**src/verilog/core_pkg.sv**
```systemverilog
// core package: shared widths, RV32I opcode and funct encodings, ALU ops, instruction views
package core_pkg;

  ////////////////////////////////////////
  // widths and sizes
  ////////////////////////////////////////
  localparam int XLEN       = 32;                      // data and address width
  localparam int REG_ADDR_W = 5;                       // register index
  localparam int NUM_REGS   = 32;
  localparam int FIFO_DEPTH = 2;                       // buffer entries, also fetch credit
  localparam int PTR_W      = $clog2(FIFO_DEPTH);      // circular pointer
  localparam int CNT_W      = $clog2(FIFO_DEPTH + 1);  // occupancy 0..FIFO_DEPTH

  ////////////////////////////////////////
  // encodings
  ////////////////////////////////////////
  localparam logic [6:0] OPCODE_LUI    = 7'b0110111;
  localparam logic [6:0] OPCODE_OP_IMM = 7'b0010011;
  localparam logic [6:0] OPCODE_OP     = 7'b0110011;

  localparam logic [2:0] F3_ADD  = 3'b000;  // also SUB
  localparam logic [2:0] F3_SLL  = 3'b001;
  localparam logic [2:0] F3_SLT  = 3'b010;
  localparam logic [2:0] F3_SLTU = 3'b011;
  localparam logic [2:0] F3_XOR  = 3'b100;
  localparam logic [2:0] F3_SR   = 3'b101;  // SRL or SRA by funct7
  localparam logic [2:0] F3_OR   = 3'b110;
  localparam logic [2:0] F3_AND  = 3'b111;

  localparam logic [6:0] F7_BASE = 7'b0000000;
  localparam logic [6:0] F7_ALT  = 7'b0100000;  // SUB, SRA, SRAI

  // alu operations, LUI just passes operand b
  typedef enum logic [3:0] {
    ALU_ADD, ALU_SUB, ALU_SLL, ALU_SLT, ALU_SLTU,
    ALU_XOR, ALU_SRL, ALU_SRA, ALU_OR, ALU_AND,
    ALU_LUI
  } alu_op_t;

  ////////////////////////////////////////
  // instruction word views
  ////////////////////////////////////////
  typedef struct packed {
    logic [6:0]            funct7;
    logic [REG_ADDR_W-1:0] rs2;
    logic [REG_ADDR_W-1:0] rs1;
    logic [2:0]            funct3;
    logic [REG_ADDR_W-1:0] rd;
    logic [6:0]            opcode;
  } r_fmt_t;

  typedef struct packed {
    logic [11:0]           imm12;   // shamt plus funct7 for shift immediates
    logic [REG_ADDR_W-1:0] rs1;
    logic [2:0]            funct3;
    logic [REG_ADDR_W-1:0] rd;
    logic [6:0]            opcode;
  } i_fmt_t;

  typedef struct packed {
    logic [19:0]           imm20;
    logic [REG_ADDR_W-1:0] rd;
    logic [6:0]            opcode;
  } u_fmt_t;

  typedef union packed {
    r_fmt_t r;
    i_fmt_t i;
    u_fmt_t u;
  } instr_u;

  // wrap-around increment for the circular pointers
  function automatic logic [PTR_W-1:0] ptr_inc(input logic [PTR_W-1:0] ptr);
    logic [PTR_W-1:0] nxt;
    nxt = (ptr == PTR_W'(FIFO_DEPTH - 1)) ? '0 : ptr + PTR_W'(1);
    return nxt;
  endfunction

endpackage

```
**src/verilog/fetch_unit.sv**
```systemverilog
// fetch unit: sequential instruction requests under a credit limit, in-order PC tracking
module fetch_unit (
  input  logic                         clk,
  input  logic                         rst_n,
  input  logic [core_pkg::XLEN-1:0]    boot_addr_i,
  input  logic                         fetch_enable_i,
  input  logic [core_pkg::CNT_W-1:0]   fifo_count_i,   // entries already buffered
  output logic                         instr_req_o,
  input  logic                         instr_gnt_i,
  output logic [core_pkg::XLEN-1:0]    instr_addr_o,
  input  logic                         instr_rvalid_i,
  output logic                         push_o,
  output logic [core_pkg::XLEN-1:0]    push_pc_o
);

  logic                        boot_sel_q;   // first request still pending
  logic [core_pkg::XLEN-1:0]   pc_q;         // next fetch address after boot
  logic [core_pkg::CNT_W-1:0]  out_cnt_q;    // requests granted, no rvalid yet
  logic [core_pkg::CNT_W:0]    credit_used;  // one bit wider, no wrap
  logic                        grant;

  // granted PCs waiting for their response
  logic [core_pkg::XLEN-1:0]   pcq_mem [core_pkg::FIFO_DEPTH];
  logic [core_pkg::PTR_W-1:0]  pcq_wptr_q;
  logic [core_pkg::PTR_W-1:0]  pcq_rptr_q;

  ////////////////////////////////////////
  // request side
  ////////////////////////////////////////
  assign credit_used  = {1'b0, out_cnt_q} + {1'b0, fifo_count_i};
  assign instr_req_o  = fetch_enable_i &&
                        (credit_used < (core_pkg::CNT_W + 1)'(core_pkg::FIFO_DEPTH));
  assign instr_addr_o = boot_sel_q ? boot_addr_i : pc_q;  // addr only moves on grant
  assign grant        = instr_req_o && instr_gnt_i;

  always_ff @(posedge clk or negedge rst_n)
  begin
    if (!rst_n)
    begin
      boot_sel_q <= 1'b1;
      pc_q       <= '0;
    end
    else if (grant)
    begin
      boot_sel_q <= 1'b0;
      pc_q       <= instr_addr_o + core_pkg::XLEN'(4);  // sequential only
    end
  end

  // in-flight count, grant and rvalid may coincide
  always_ff @(posedge clk or negedge rst_n)
  begin
    if (!rst_n)
      out_cnt_q <= '0;
    else
    begin
      case ({grant, instr_rvalid_i})
        2'b10:   out_cnt_q <= out_cnt_q + core_pkg::CNT_W'(1);
        2'b01:   out_cnt_q <= out_cnt_q - core_pkg::CNT_W'(1);
        default: ;  // none or both, count unchanged
      endcase
    end
  end

  ////////////////////////////////////////
  // PC queue
  ////////////////////////////////////////
  always_ff @(posedge clk or negedge rst_n)
  begin
    if (!rst_n)
    begin
      pcq_wptr_q <= '0;
      pcq_rptr_q <= '0;
    end
    else
    begin
      if (grant)
        pcq_wptr_q <= core_pkg::ptr_inc(pcq_wptr_q);
      if (instr_rvalid_i)
        pcq_rptr_q <= core_pkg::ptr_inc(pcq_rptr_q);  // responses return in order
    end
  end

  always_ff @(posedge clk)
  begin
    if (grant)
      pcq_mem[pcq_wptr_q] <= instr_addr_o;
  end

  // response goes straight into the buffer with its PC
  assign push_o    = instr_rvalid_i;
  assign push_pc_o = pcq_mem[pcq_rptr_q];

  // waiting request keeps its address until granted
  addr_stable_a: assert property (@(posedge clk) disable iff (!rst_n)
    instr_req_o && !instr_gnt_i |=> $stable(instr_addr_o));

  // memory never answers a request that was not granted
  no_spurious_rvalid_a: assert property (@(posedge clk) disable iff (!rst_n)
    instr_rvalid_i |-> out_cnt_q != '0);

endmodule

```
**src/verilog/prefetch_fifo.sv**
```systemverilog
// prefetch buffer: circular FIFO of fetched instructions and their PCs
module prefetch_fifo (
  input  logic                         clk,
  input  logic                         rst_n,
  input  logic                         push_i,
  input  logic [core_pkg::XLEN-1:0]    push_instr_i,
  input  logic [core_pkg::XLEN-1:0]    push_pc_i,
  input  logic                         pop_i,
  output logic                         valid_o,
  output logic [core_pkg::XLEN-1:0]    head_instr_o,
  output logic [core_pkg::XLEN-1:0]    head_pc_o,
  output logic [core_pkg::CNT_W-1:0]   count_o
);

  logic [core_pkg::XLEN-1:0]   instr_mem [core_pkg::FIFO_DEPTH];
  logic [core_pkg::XLEN-1:0]   pc_mem    [core_pkg::FIFO_DEPTH];
  logic [core_pkg::PTR_W-1:0]  wptr_q;
  logic [core_pkg::PTR_W-1:0]  rptr_q;
  logic [core_pkg::CNT_W-1:0]  cnt_q;
  logic                        do_pop;

  assign do_pop  = pop_i && valid_o;  // entry leaves on valid and pop
  assign valid_o = (cnt_q != '0);
  assign count_o = cnt_q;

  // head is read straight from storage, visible the cycle after the push
  assign head_instr_o = instr_mem[rptr_q];
  assign head_pc_o    = pc_mem[rptr_q];

  ////////////////////////////////////////
  // pointers and occupancy
  ////////////////////////////////////////
  always_ff @(posedge clk or negedge rst_n)
  begin
    if (!rst_n)
    begin
      wptr_q <= '0;
      rptr_q <= '0;
      cnt_q  <= '0;
    end
    else
    begin
      if (push_i)
        wptr_q <= core_pkg::ptr_inc(wptr_q);
      if (do_pop)
        rptr_q <= core_pkg::ptr_inc(rptr_q);

      case ({push_i, do_pop})
        2'b10:   cnt_q <= cnt_q + core_pkg::CNT_W'(1);
        2'b01:   cnt_q <= cnt_q - core_pkg::CNT_W'(1);
        default: ;  // push and pop together keep the count
      endcase
    end
  end

  // storage, written at the tail
  always_ff @(posedge clk)
  begin
    if (push_i)
    begin
      instr_mem[wptr_q] <= push_instr_i;
      pc_mem[wptr_q]    <= push_pc_i;
    end
  end

  // fetch credit must keep the buffer from overflowing
  no_push_full_a: assert property (@(posedge clk) disable iff (!rst_n)
    push_i |-> cnt_q != core_pkg::CNT_W'(core_pkg::FIFO_DEPTH));

  // execute must only take what is there
  no_pop_empty_a: assert property (@(posedge clk) disable iff (!rst_n)
    pop_i |-> cnt_q != '0);

endmodule

```
**src/verilog/exec_unit.sv**
```systemverilog
// execute unit: RV32I subset decode, register file, ALU, writeback and commit report
module exec_unit (
  input  logic                              clk,
  input  logic                              rst_n,
  input  logic                              valid_i,
  input  core_pkg::instr_u                  instr_i,
  input  logic [core_pkg::XLEN-1:0]         pc_i,
  output logic                              pop_o,
  output logic                              commit_valid_o,
  output logic [core_pkg::XLEN-1:0]         commit_pc_o,
  output logic [core_pkg::REG_ADDR_W-1:0]   commit_rd_o,
  output logic [core_pkg::XLEN-1:0]         commit_wdata_o,
  output logic                              commit_illegal_o
);

  logic [core_pkg::XLEN-1:0]        rf [core_pkg::NUM_REGS];
  core_pkg::alu_op_t                alu_op;
  logic                             illegal;
  logic                             use_imm;   // OP-IMM, operand b from imm12
  logic                             is_lui;    // operand b from imm20
  logic [core_pkg::REG_ADDR_W-1:0]  rs1;
  logic [core_pkg::REG_ADDR_W-1:0]  rs2;
  logic [core_pkg::REG_ADDR_W-1:0]  rd;
  logic [core_pkg::XLEN-1:0]        op_a;
  logic [core_pkg::XLEN-1:0]        op_b;
  logic [core_pkg::XLEN-1:0]        rs2_val;
  logic [4:0]                       shamt;
  logic [core_pkg::XLEN-1:0]        result;
  logic                             rf_we;

  // single stage, take the head as soon as it shows up
  assign pop_o = valid_i;

  assign rs1 = instr_i.r.rs1;
  assign rs2 = instr_i.r.rs2;
  assign rd  = instr_i.r.rd;

  ////////////////////////////////////////
  // decode
  ////////////////////////////////////////
  always_comb
  begin
    alu_op  = core_pkg::ALU_ADD;
    illegal = 1'b0;
    use_imm = 1'b0;
    is_lui  = 1'b0;
    case (instr_i.r.opcode)
      core_pkg::OPCODE_LUI:
      begin
        alu_op = core_pkg::ALU_LUI;
        is_lui = 1'b1;
      end
      core_pkg::OPCODE_OP_IMM:
      begin
        use_imm = 1'b1;
        case (instr_i.i.funct3)
          core_pkg::F3_ADD:  alu_op = core_pkg::ALU_ADD;
          core_pkg::F3_SLT:  alu_op = core_pkg::ALU_SLT;
          core_pkg::F3_SLTU: alu_op = core_pkg::ALU_SLTU;
          core_pkg::F3_XOR:  alu_op = core_pkg::ALU_XOR;
          core_pkg::F3_OR:   alu_op = core_pkg::ALU_OR;
          core_pkg::F3_AND:  alu_op = core_pkg::ALU_AND;
          // shift immediates: top of imm12 read as funct7
          core_pkg::F3_SLL:
          begin
            alu_op  = core_pkg::ALU_SLL;
            illegal = (instr_i.r.funct7 != core_pkg::F7_BASE);
          end
          default:  // F3_SR
          begin
            alu_op  = (instr_i.r.funct7 == core_pkg::F7_ALT) ? core_pkg::ALU_SRA
                                                              : core_pkg::ALU_SRL;
            illegal = (instr_i.r.funct7 != core_pkg::F7_BASE) &&
                      (instr_i.r.funct7 != core_pkg::F7_ALT);
          end
        endcase
      end
      core_pkg::OPCODE_OP:
      begin
        case (instr_i.r.funct3)
          core_pkg::F3_ADD:  alu_op = (instr_i.r.funct7 == core_pkg::F7_ALT) ? core_pkg::ALU_SUB
                                                                             : core_pkg::ALU_ADD;
          core_pkg::F3_SR:   alu_op = (instr_i.r.funct7 == core_pkg::F7_ALT) ? core_pkg::ALU_SRA
                                                                             : core_pkg::ALU_SRL;
          core_pkg::F3_SLL:  alu_op = core_pkg::ALU_SLL;
          core_pkg::F3_SLT:  alu_op = core_pkg::ALU_SLT;
          core_pkg::F3_SLTU: alu_op = core_pkg::ALU_SLTU;
          core_pkg::F3_XOR:  alu_op = core_pkg::ALU_XOR;
          core_pkg::F3_OR:   alu_op = core_pkg::ALU_OR;
          default:           alu_op = core_pkg::ALU_AND;
        endcase
        // only ADD and SR have an alternate form
        if (instr_i.r.funct3 == core_pkg::F3_ADD || instr_i.r.funct3 == core_pkg::F3_SR)
          illegal = (instr_i.r.funct7 != core_pkg::F7_BASE) &&
                    (instr_i.r.funct7 != core_pkg::F7_ALT);
        else
          illegal = (instr_i.r.funct7 != core_pkg::F7_BASE);
      end
      default: illegal = 1'b1;  // loads, stores, branches, system ...
    endcase
  end

  ////////////////////////////////////////
  // operands and ALU
  ////////////////////////////////////////
  assign op_a    = (rs1 == '0) ? '0 : rf[rs1];  // x0 reads zero
  assign rs2_val = (rs2 == '0) ? '0 : rf[rs2];

  always_comb
  begin
    if (is_lui)
      op_b = {instr_i.u.imm20, 12'b0};
    else if (use_imm)
      op_b = {{(core_pkg::XLEN - 12){instr_i.i.imm12[11]}}, instr_i.i.imm12};  // sign extend
    else
      op_b = rs2_val;
  end

  assign shamt = op_b[4:0];

  always_comb
  begin
    case (alu_op)
      core_pkg::ALU_ADD:  result = op_a + op_b;
      core_pkg::ALU_SUB:  result = op_a - op_b;
      core_pkg::ALU_SLL:  result = op_a << shamt;
      core_pkg::ALU_SLT:  result = {{(core_pkg::XLEN - 1){1'b0}}, $signed(op_a) < $signed(op_b)};
      core_pkg::ALU_SLTU: result = {{(core_pkg::XLEN - 1){1'b0}}, op_a < op_b};
      core_pkg::ALU_XOR:  result = op_a ^ op_b;
      core_pkg::ALU_SRL:  result = op_a >> shamt;
      core_pkg::ALU_SRA:  result = $unsigned($signed(op_a) >>> shamt);
      core_pkg::ALU_OR:   result = op_a | op_b;
      core_pkg::ALU_AND:  result = op_a & op_b;
      default:            result = op_b;  // LUI
    endcase
  end

  ////////////////////////////////////////
  // writeback and commit
  ////////////////////////////////////////
  assign rf_we = valid_i && !illegal && (rd != '0);

  // written at the pop edge, next instruction reads the new value
  always_ff @(posedge clk or negedge rst_n)
  begin
    if (!rst_n)
    begin
      for (int i = 0; i < core_pkg::NUM_REGS; i++)
        rf[i] <= '0;
    end
    else if (rf_we)
      rf[rd] <= result;
  end

  always_ff @(posedge clk or negedge rst_n)
  begin
    if (!rst_n)
    begin
      commit_valid_o   <= 1'b0;
      commit_illegal_o <= 1'b0;
    end
    else
    begin
      commit_valid_o   <= valid_i;
      commit_illegal_o <= valid_i && illegal;
    end
  end

  // x0 destination still reports the computed value
  always_ff @(posedge clk)
  begin
    if (valid_i)
    begin
      commit_pc_o    <= pc_i;
      commit_rd_o    <= illegal ? '0 : rd;
      commit_wdata_o <= illegal ? '0 : result;
    end
  end

  illegal_needs_valid_a: assert property (@(posedge clk) disable iff (!rst_n)
    commit_illegal_o |-> commit_valid_o);

endmodule

```
**src/verilog/mini_core.sv**
```systemverilog
// core top: fetch unit, prefetch buffer and execute unit between memory and commit ports
module mini_core (
  input  logic                              clk,
  input  logic                              rst_n,
  input  logic [core_pkg::XLEN-1:0]         boot_addr_i,
  input  logic                              fetch_enable_i,
  output logic                              instr_req_o,
  input  logic                              instr_gnt_i,
  output logic [core_pkg::XLEN-1:0]         instr_addr_o,
  input  logic                              instr_rvalid_i,
  input  logic [core_pkg::XLEN-1:0]         instr_rdata_i,
  output logic                              commit_valid_o,
  output logic [core_pkg::XLEN-1:0]         commit_pc_o,
  output logic [core_pkg::REG_ADDR_W-1:0]   commit_rd_o,
  output logic [core_pkg::XLEN-1:0]         commit_wdata_o,
  output logic                              commit_illegal_o
);

  logic                         push;       // fetch -> buffer
  logic [core_pkg::XLEN-1:0]    push_pc;
  logic [core_pkg::CNT_W-1:0]   fifo_count; // buffer -> fetch credit
  logic                         fifo_valid; // buffer -> execute
  logic [core_pkg::XLEN-1:0]    head_instr;
  logic [core_pkg::XLEN-1:0]    head_pc;
  logic                         pop;        // execute -> buffer

  fetch_unit fetch_unit_inst (
    .clk            ( clk            ),
    .rst_n          ( rst_n          ),
    .boot_addr_i    ( boot_addr_i    ),
    .fetch_enable_i ( fetch_enable_i ),
    .fifo_count_i   ( fifo_count     ),
    .instr_req_o    ( instr_req_o    ),
    .instr_gnt_i    ( instr_gnt_i    ),
    .instr_addr_o   ( instr_addr_o   ),
    .instr_rvalid_i ( instr_rvalid_i ),
    .push_o         ( push           ),
    .push_pc_o      ( push_pc        )
  );

  prefetch_fifo prefetch_fifo_inst (
    .clk          ( clk           ),
    .rst_n        ( rst_n         ),
    .push_i       ( push          ),
    .push_instr_i ( instr_rdata_i ), // response data goes in unregistered
    .push_pc_i    ( push_pc       ),
    .pop_i        ( pop           ),
    .valid_o      ( fifo_valid    ),
    .head_instr_o ( head_instr    ),
    .head_pc_o    ( head_pc       ),
    .count_o      ( fifo_count    )
  );

  exec_unit exec_unit_inst (
    .clk              ( clk              ),
    .rst_n            ( rst_n            ),
    .valid_i          ( fifo_valid       ),
    .instr_i          ( head_instr       ), // raw word seen as instr_u
    .pc_i             ( head_pc          ),
    .pop_o            ( pop              ),
    .commit_valid_o   ( commit_valid_o   ),
    .commit_pc_o      ( commit_pc_o      ),
    .commit_rd_o      ( commit_rd_o      ),
    .commit_wdata_o   ( commit_wdata_o   ),
    .commit_illegal_o ( commit_illegal_o )
  );

endmodule

```
**config.mk**
```make
export PLATFORM = sky130hd
export DESIGN_NAME = mini_core
export DESIGN_NICKNAME = d
export VERILOG_FILES = /design/src/verilog/core_pkg.sv /design/src/verilog/fetch_unit.sv /design/src/verilog/prefetch_fifo.sv /design/src/verilog/exec_unit.sv /design/src/verilog/mini_core.sv
export SDC_FILE = /design/constraint.sdc
export NUM_CORES = 2
export LEC_CHECK = 0
export BUFFER_PORTS_ARGS = -buffer_cell sky130_fd_sc_hd__buf_2
export CORE_MARGIN = 10
export CORE_UTILIZATION = 35
export CTS_BUF_LIST = sky130_fd_sc_hd__clkbuf_8
export CTS_CLUSTER_SIZE = 20
export DETAILED_ROUTE_END_ITERATION = 10
export PLACE_DENSITY = 0.47
export REMOVE_ABC_BUFFERS = 1
export SETUP_SLACK_MARGIN = 0.02
export SYNTH_ARGS = -nofsm -noshare
export SYNTH_HDL_FRONTEND = slang
export SYNTH_SLANG_ARGS = --single-unit
```
**constraint.sdc**
```tcl
create_clock -name clk -period 9.4 [get_ports clk]
set_clock_uncertainty 0.05 [all_clocks]
set_input_delay 1.88 -clock clk [delete_from_list [all_inputs] [get_ports clk]]
set_output_delay 1.88 -clock clk [all_outputs]
set_load 0.05 [all_outputs]
```
==> results.json <==
{
  "post_cts_resize_count": 0,
  "die_area_um2": 252000,
  "initial_core_util": 0.353,
  "rr_worst_depth": 28,
  "grtUsageTotal": 0.317,
  "pre_cts_ws_ns": 0.803,
  "port-buffer-count": 172,
  "ctsLongestPathBuffers": 4,
  "drv_cap": 0,
  "r2r_setup_slack_ns": 0.59,
  "cts_sinks": 1327,
  "endpoint_kind": "flip-flop",
  "critPathLaunch": "prefetch_fifo_inst.instr_mem[0][21]",
  "dp.cells": 11800,
  "crit_required_ns": 10.31,
  "cts-root-buf": "clkbuf_8",
  "tritoncts": "yes",
  "hold_class": "flip-flop to flip-flop",
  "status": "finished clean",
  "arrival_ns": 9.72,
  "powerDensity_nw_per_um2": 442,
  "slowest_delay_ns": 1.11,
  "routed_wl_um": 414000,
  "pin_count": 173,
  "synth_top_family_by_area": "compound AO/OA/AOI/OAI gates",
  "die_x_um": 502,
  "r2r-end": "exec_unit_inst.rf[543]",
  "rows": 176,
  "finalCriticalPeriod_ns": 8.81,
  "synthesis.area_um2": 81300,
  "p_leak_nw": 37.0,
  "grt-ovfl-total": 0,
  "gp_congestion": 0.956,
  "yosysTopAreaCell": "dfrtp_1",
  "area_growth_pct": 12.4,
  "setup_viol": 0,
  "finalCritPeriodShare": 0.938,
  "fin_ws_ns": 0.587,
  "ctsHoldBuffers": 0,
  "synthFlopType": "dfrtp_1",
  "drc": 0,
  "synth-simple-area-share": 0.129,
  "ys_ff_latch": 1327,
  "drt_iter0_drc": 9915,
  "synth_xor_area_frac": 0.00560,
  "synth_edf_count": 261,
  "dp_hpwl_um": 265000,
  "cp_max_fo": 32,
  "clk_latency_ns": 1.09,
  "syn_area_per_cell_um2": 8.97,
  "cp-endpoint": "exec_unit_inst.rf[543]",
  "n_fill_cell": 23000,
  "path_common_cell": "buf_4",
  "route.vias.total": 77700,
  "drive_gt1_frac": 0.161,
  "setup-tns-final_ns": 0,
  "clk_pin_slew_ns": 0.06,
  "via_per_inst": 6.36,
  "maxSlewHeadroom": 0.0655,
  "cts_setup_buffers": 0,
  "grt_pass1_vias": 74500,
  "yosys.area.top_type_share": 0.328,
  "h-tree-depth": 5,
  "yosys_warnings": 0,
  "final_antenna_net_count": 0,
  "fmax_mhz": 113,
  "grt_max_degree": 154,
  "cts_buffers": 275,
  "muxShareOfSynthArea": 0.120,
  "synthAdderAreaFrac": 0.0163,
  "syn-instance-count": 9065,
  "slew_violations": 0,
  "yosysUniqueCellTypes": 114,
  "rsz0062_at_grt": "false",
  "path_class": "flip-flop to flip-flop",
  "grt_antenna_before_repair": 36,
  "crit_path_start_kind": "flip-flop",
  "synth-compound-area-share": 0.244,
  "die_h_um": 502,
  "core_um2": 231000,
  "fin_cells": 12200,
  "firstDrtPassIters": 6,
  "peakVddDrop_uv": 469,
  "r2r-start": "prefetch_fifo_inst.instr_mem[0][21]",
  "ys_seq_area_frac": 0.425,
  "async_flop_share": 0.803,
  "layout.nets": 9184,
  "grt_pass1_wl_um": 581000,
  "cp_slowest_cell": "nor3_1",
  "hold_violations": 0,
  "worst_pin_slew_ns": 1.36,
  "synthTopCellsByArea": "dfrtp_1 (33%), edfxtp_1 (9.6%), nand2_1 (7.7%)",
  "drt-wirelength-per-cell_um": 33.9
}
[per-stage QoR]
step	cell area (µm²)	power (mW)	utilization	hold WS (ns)
after floorplan	77300	21.0	-	0.296
after global placement	86100	33.6	0.373	0.311
after detailed placement	86100	33.5	0.373	0.311
after CTS	91300	39.7	0.396	0.323
after global routing	91300	41.8	0.396	0.332
final	91300	40.3	0.396	0.321
[cell usage after synthesis (all sizes together) (187+ instances only)]
library cell and n:
a211oi 201, a21oi 638, buf 356, clkbuf 530, dfrtp 1065, edfxtp 261, inv 253, mux2 199
mux2i 277, mux4 207, nand2 1663, nand3 225, nor2 350, o211ai 187, o21ai 1349
[layout make-up]
cell class	instances	area (µm²)	area share
diodes	10	25.0	0.000274
clock buffers	330	4540	0.0497
clock inverters	131	652	0.00714
inverters	254	963	0.0105
multi-input cells	6598	42500	0.465
flip-flops and latches	1327	34500	0.378
well taps	3026	3790	0.0415
repair buffers	555	4370	0.0479
[how the worst min path moves through the flow]
stage                                       start                 endpoint  slack [ns]  depth (start not counted)
after floorplan            exec_unit_inst.rf[992]   exec_unit_inst.rf[992]        0.30                          0
after CTS                  exec_unit_inst.rf[992]   exec_unit_inst.rf[992]        0.32                          0
after global routing      exec_unit_inst.rf[1020]  exec_unit_inst.rf[1020]        0.33                          0
after global placement    exec_unit_inst.rf[1009]  exec_unit_inst.rf[1009]        0.31                          0
final                      exec_unit_inst.rf[992]   exec_unit_inst.rf[992]        0.32                          0
after detailed placement   exec_unit_inst.rf[992]   exec_unit_inst.rf[992]        0.31                          0
[layout by cell type, fill, tap and decap left out, types with 61 or more instances in the layout]
| cell | instances |
|---|---|
| o21ai_0 | 1218 |
| o21ai_1 | 126 |
| o22ai_1 | 97 |
| a22oi_1 | 61 |
| dfrtp_1 | 1064 |
| nor3_1 | 69 |
| buf_4 | 333 |
| o211ai_1 | 187 |
| buf_2 | 171 |
| ha_1 | 101 |
| mux2_2 | 188 |
| mux4_2 | 207 |
| nand3_1 | 225 |
| a211oi_1 | 197 |
| o31ai_1 | 81 |
| inv_1 | 327 |
| clkbuf_8 | 330 |
| a21oi_1 | 629 |
| nor2_1 | 342 |
| mux2i_1 | 265 |
| a31oi_1 | 146 |
| edfxtp_1 | 261 |
| nand2_1 | 1627 |
[layer usage]
layer / GRT usage / vias up / part of all wire
li1: - / 33000 / -
met1: 0.422 / 38900 / 0.41
met2: 0.473 / 4758 / 0.43
met3: 0.0866 / 1146 / 0.10
met4: 0.160 / 22 / 0.058
met5: 0 / - / 0.00035
[worst max-delay path: cells and delay by family (launching register included)]
kind	cells	cell delay (ns)
AO/OA/AOI/OAI	12	2.60
AND/OR/NAND/NOR	6	2.47
buffers and inverters	9	2.44
flip-flops	1	0.59
adder cells (fa/ha/maj)	1	0.48
[kinds of logic after synthesis]
| logic type | after synthesis |
|---|---|
| AOI/OAI and AO/OA | 3228 |
| and+or+nand+nor | 2531 |
| DFF | 1327 |
| buffers and inverters | 1140 |
| muxes | 683 |
| adders and majority gates | 104 |
| xor gates and xnor gates | 52 |
[where the power goes]
part           internal (mW)  switching [mW]
Clock                   3.26            2.76
Sequential              6.76           0.566
Combinational           7.51            19.5
Total                   17.5            22.8
[sequential cells by signal (all words and copies together) (netlist names)]
signal and count:
exec_unit_inst.rf 1023, fetch_unit_inst.pcq_mem 64, prefetch_fifo_inst.instr_mem 64, prefetch_fifo_inst.pc_mem 64
exec_unit_inst.commit_pc_o 32, exec_unit_inst.commit_wdata_o 32, fetch_unit_inst.pc_q 32, exec_unit_inst.commit_rd_o 5
fetch_unit_inst.out_cnt_q 2, prefetch_fifo_inst.count_o 2, exec_unit_inst.commit_illegal_o 1, exec_unit_inst.commit_valid_o 1
fetch_unit_inst.boot_sel_q 1, fetch_unit_inst.pcq_rptr_q 1, fetch_unit_inst.pcq_wptr_q 1, prefetch_fifo_inst.rptr_q 1
prefetch_fifo_inst.wptr_q 1
(Power assumes the default switching activity.)
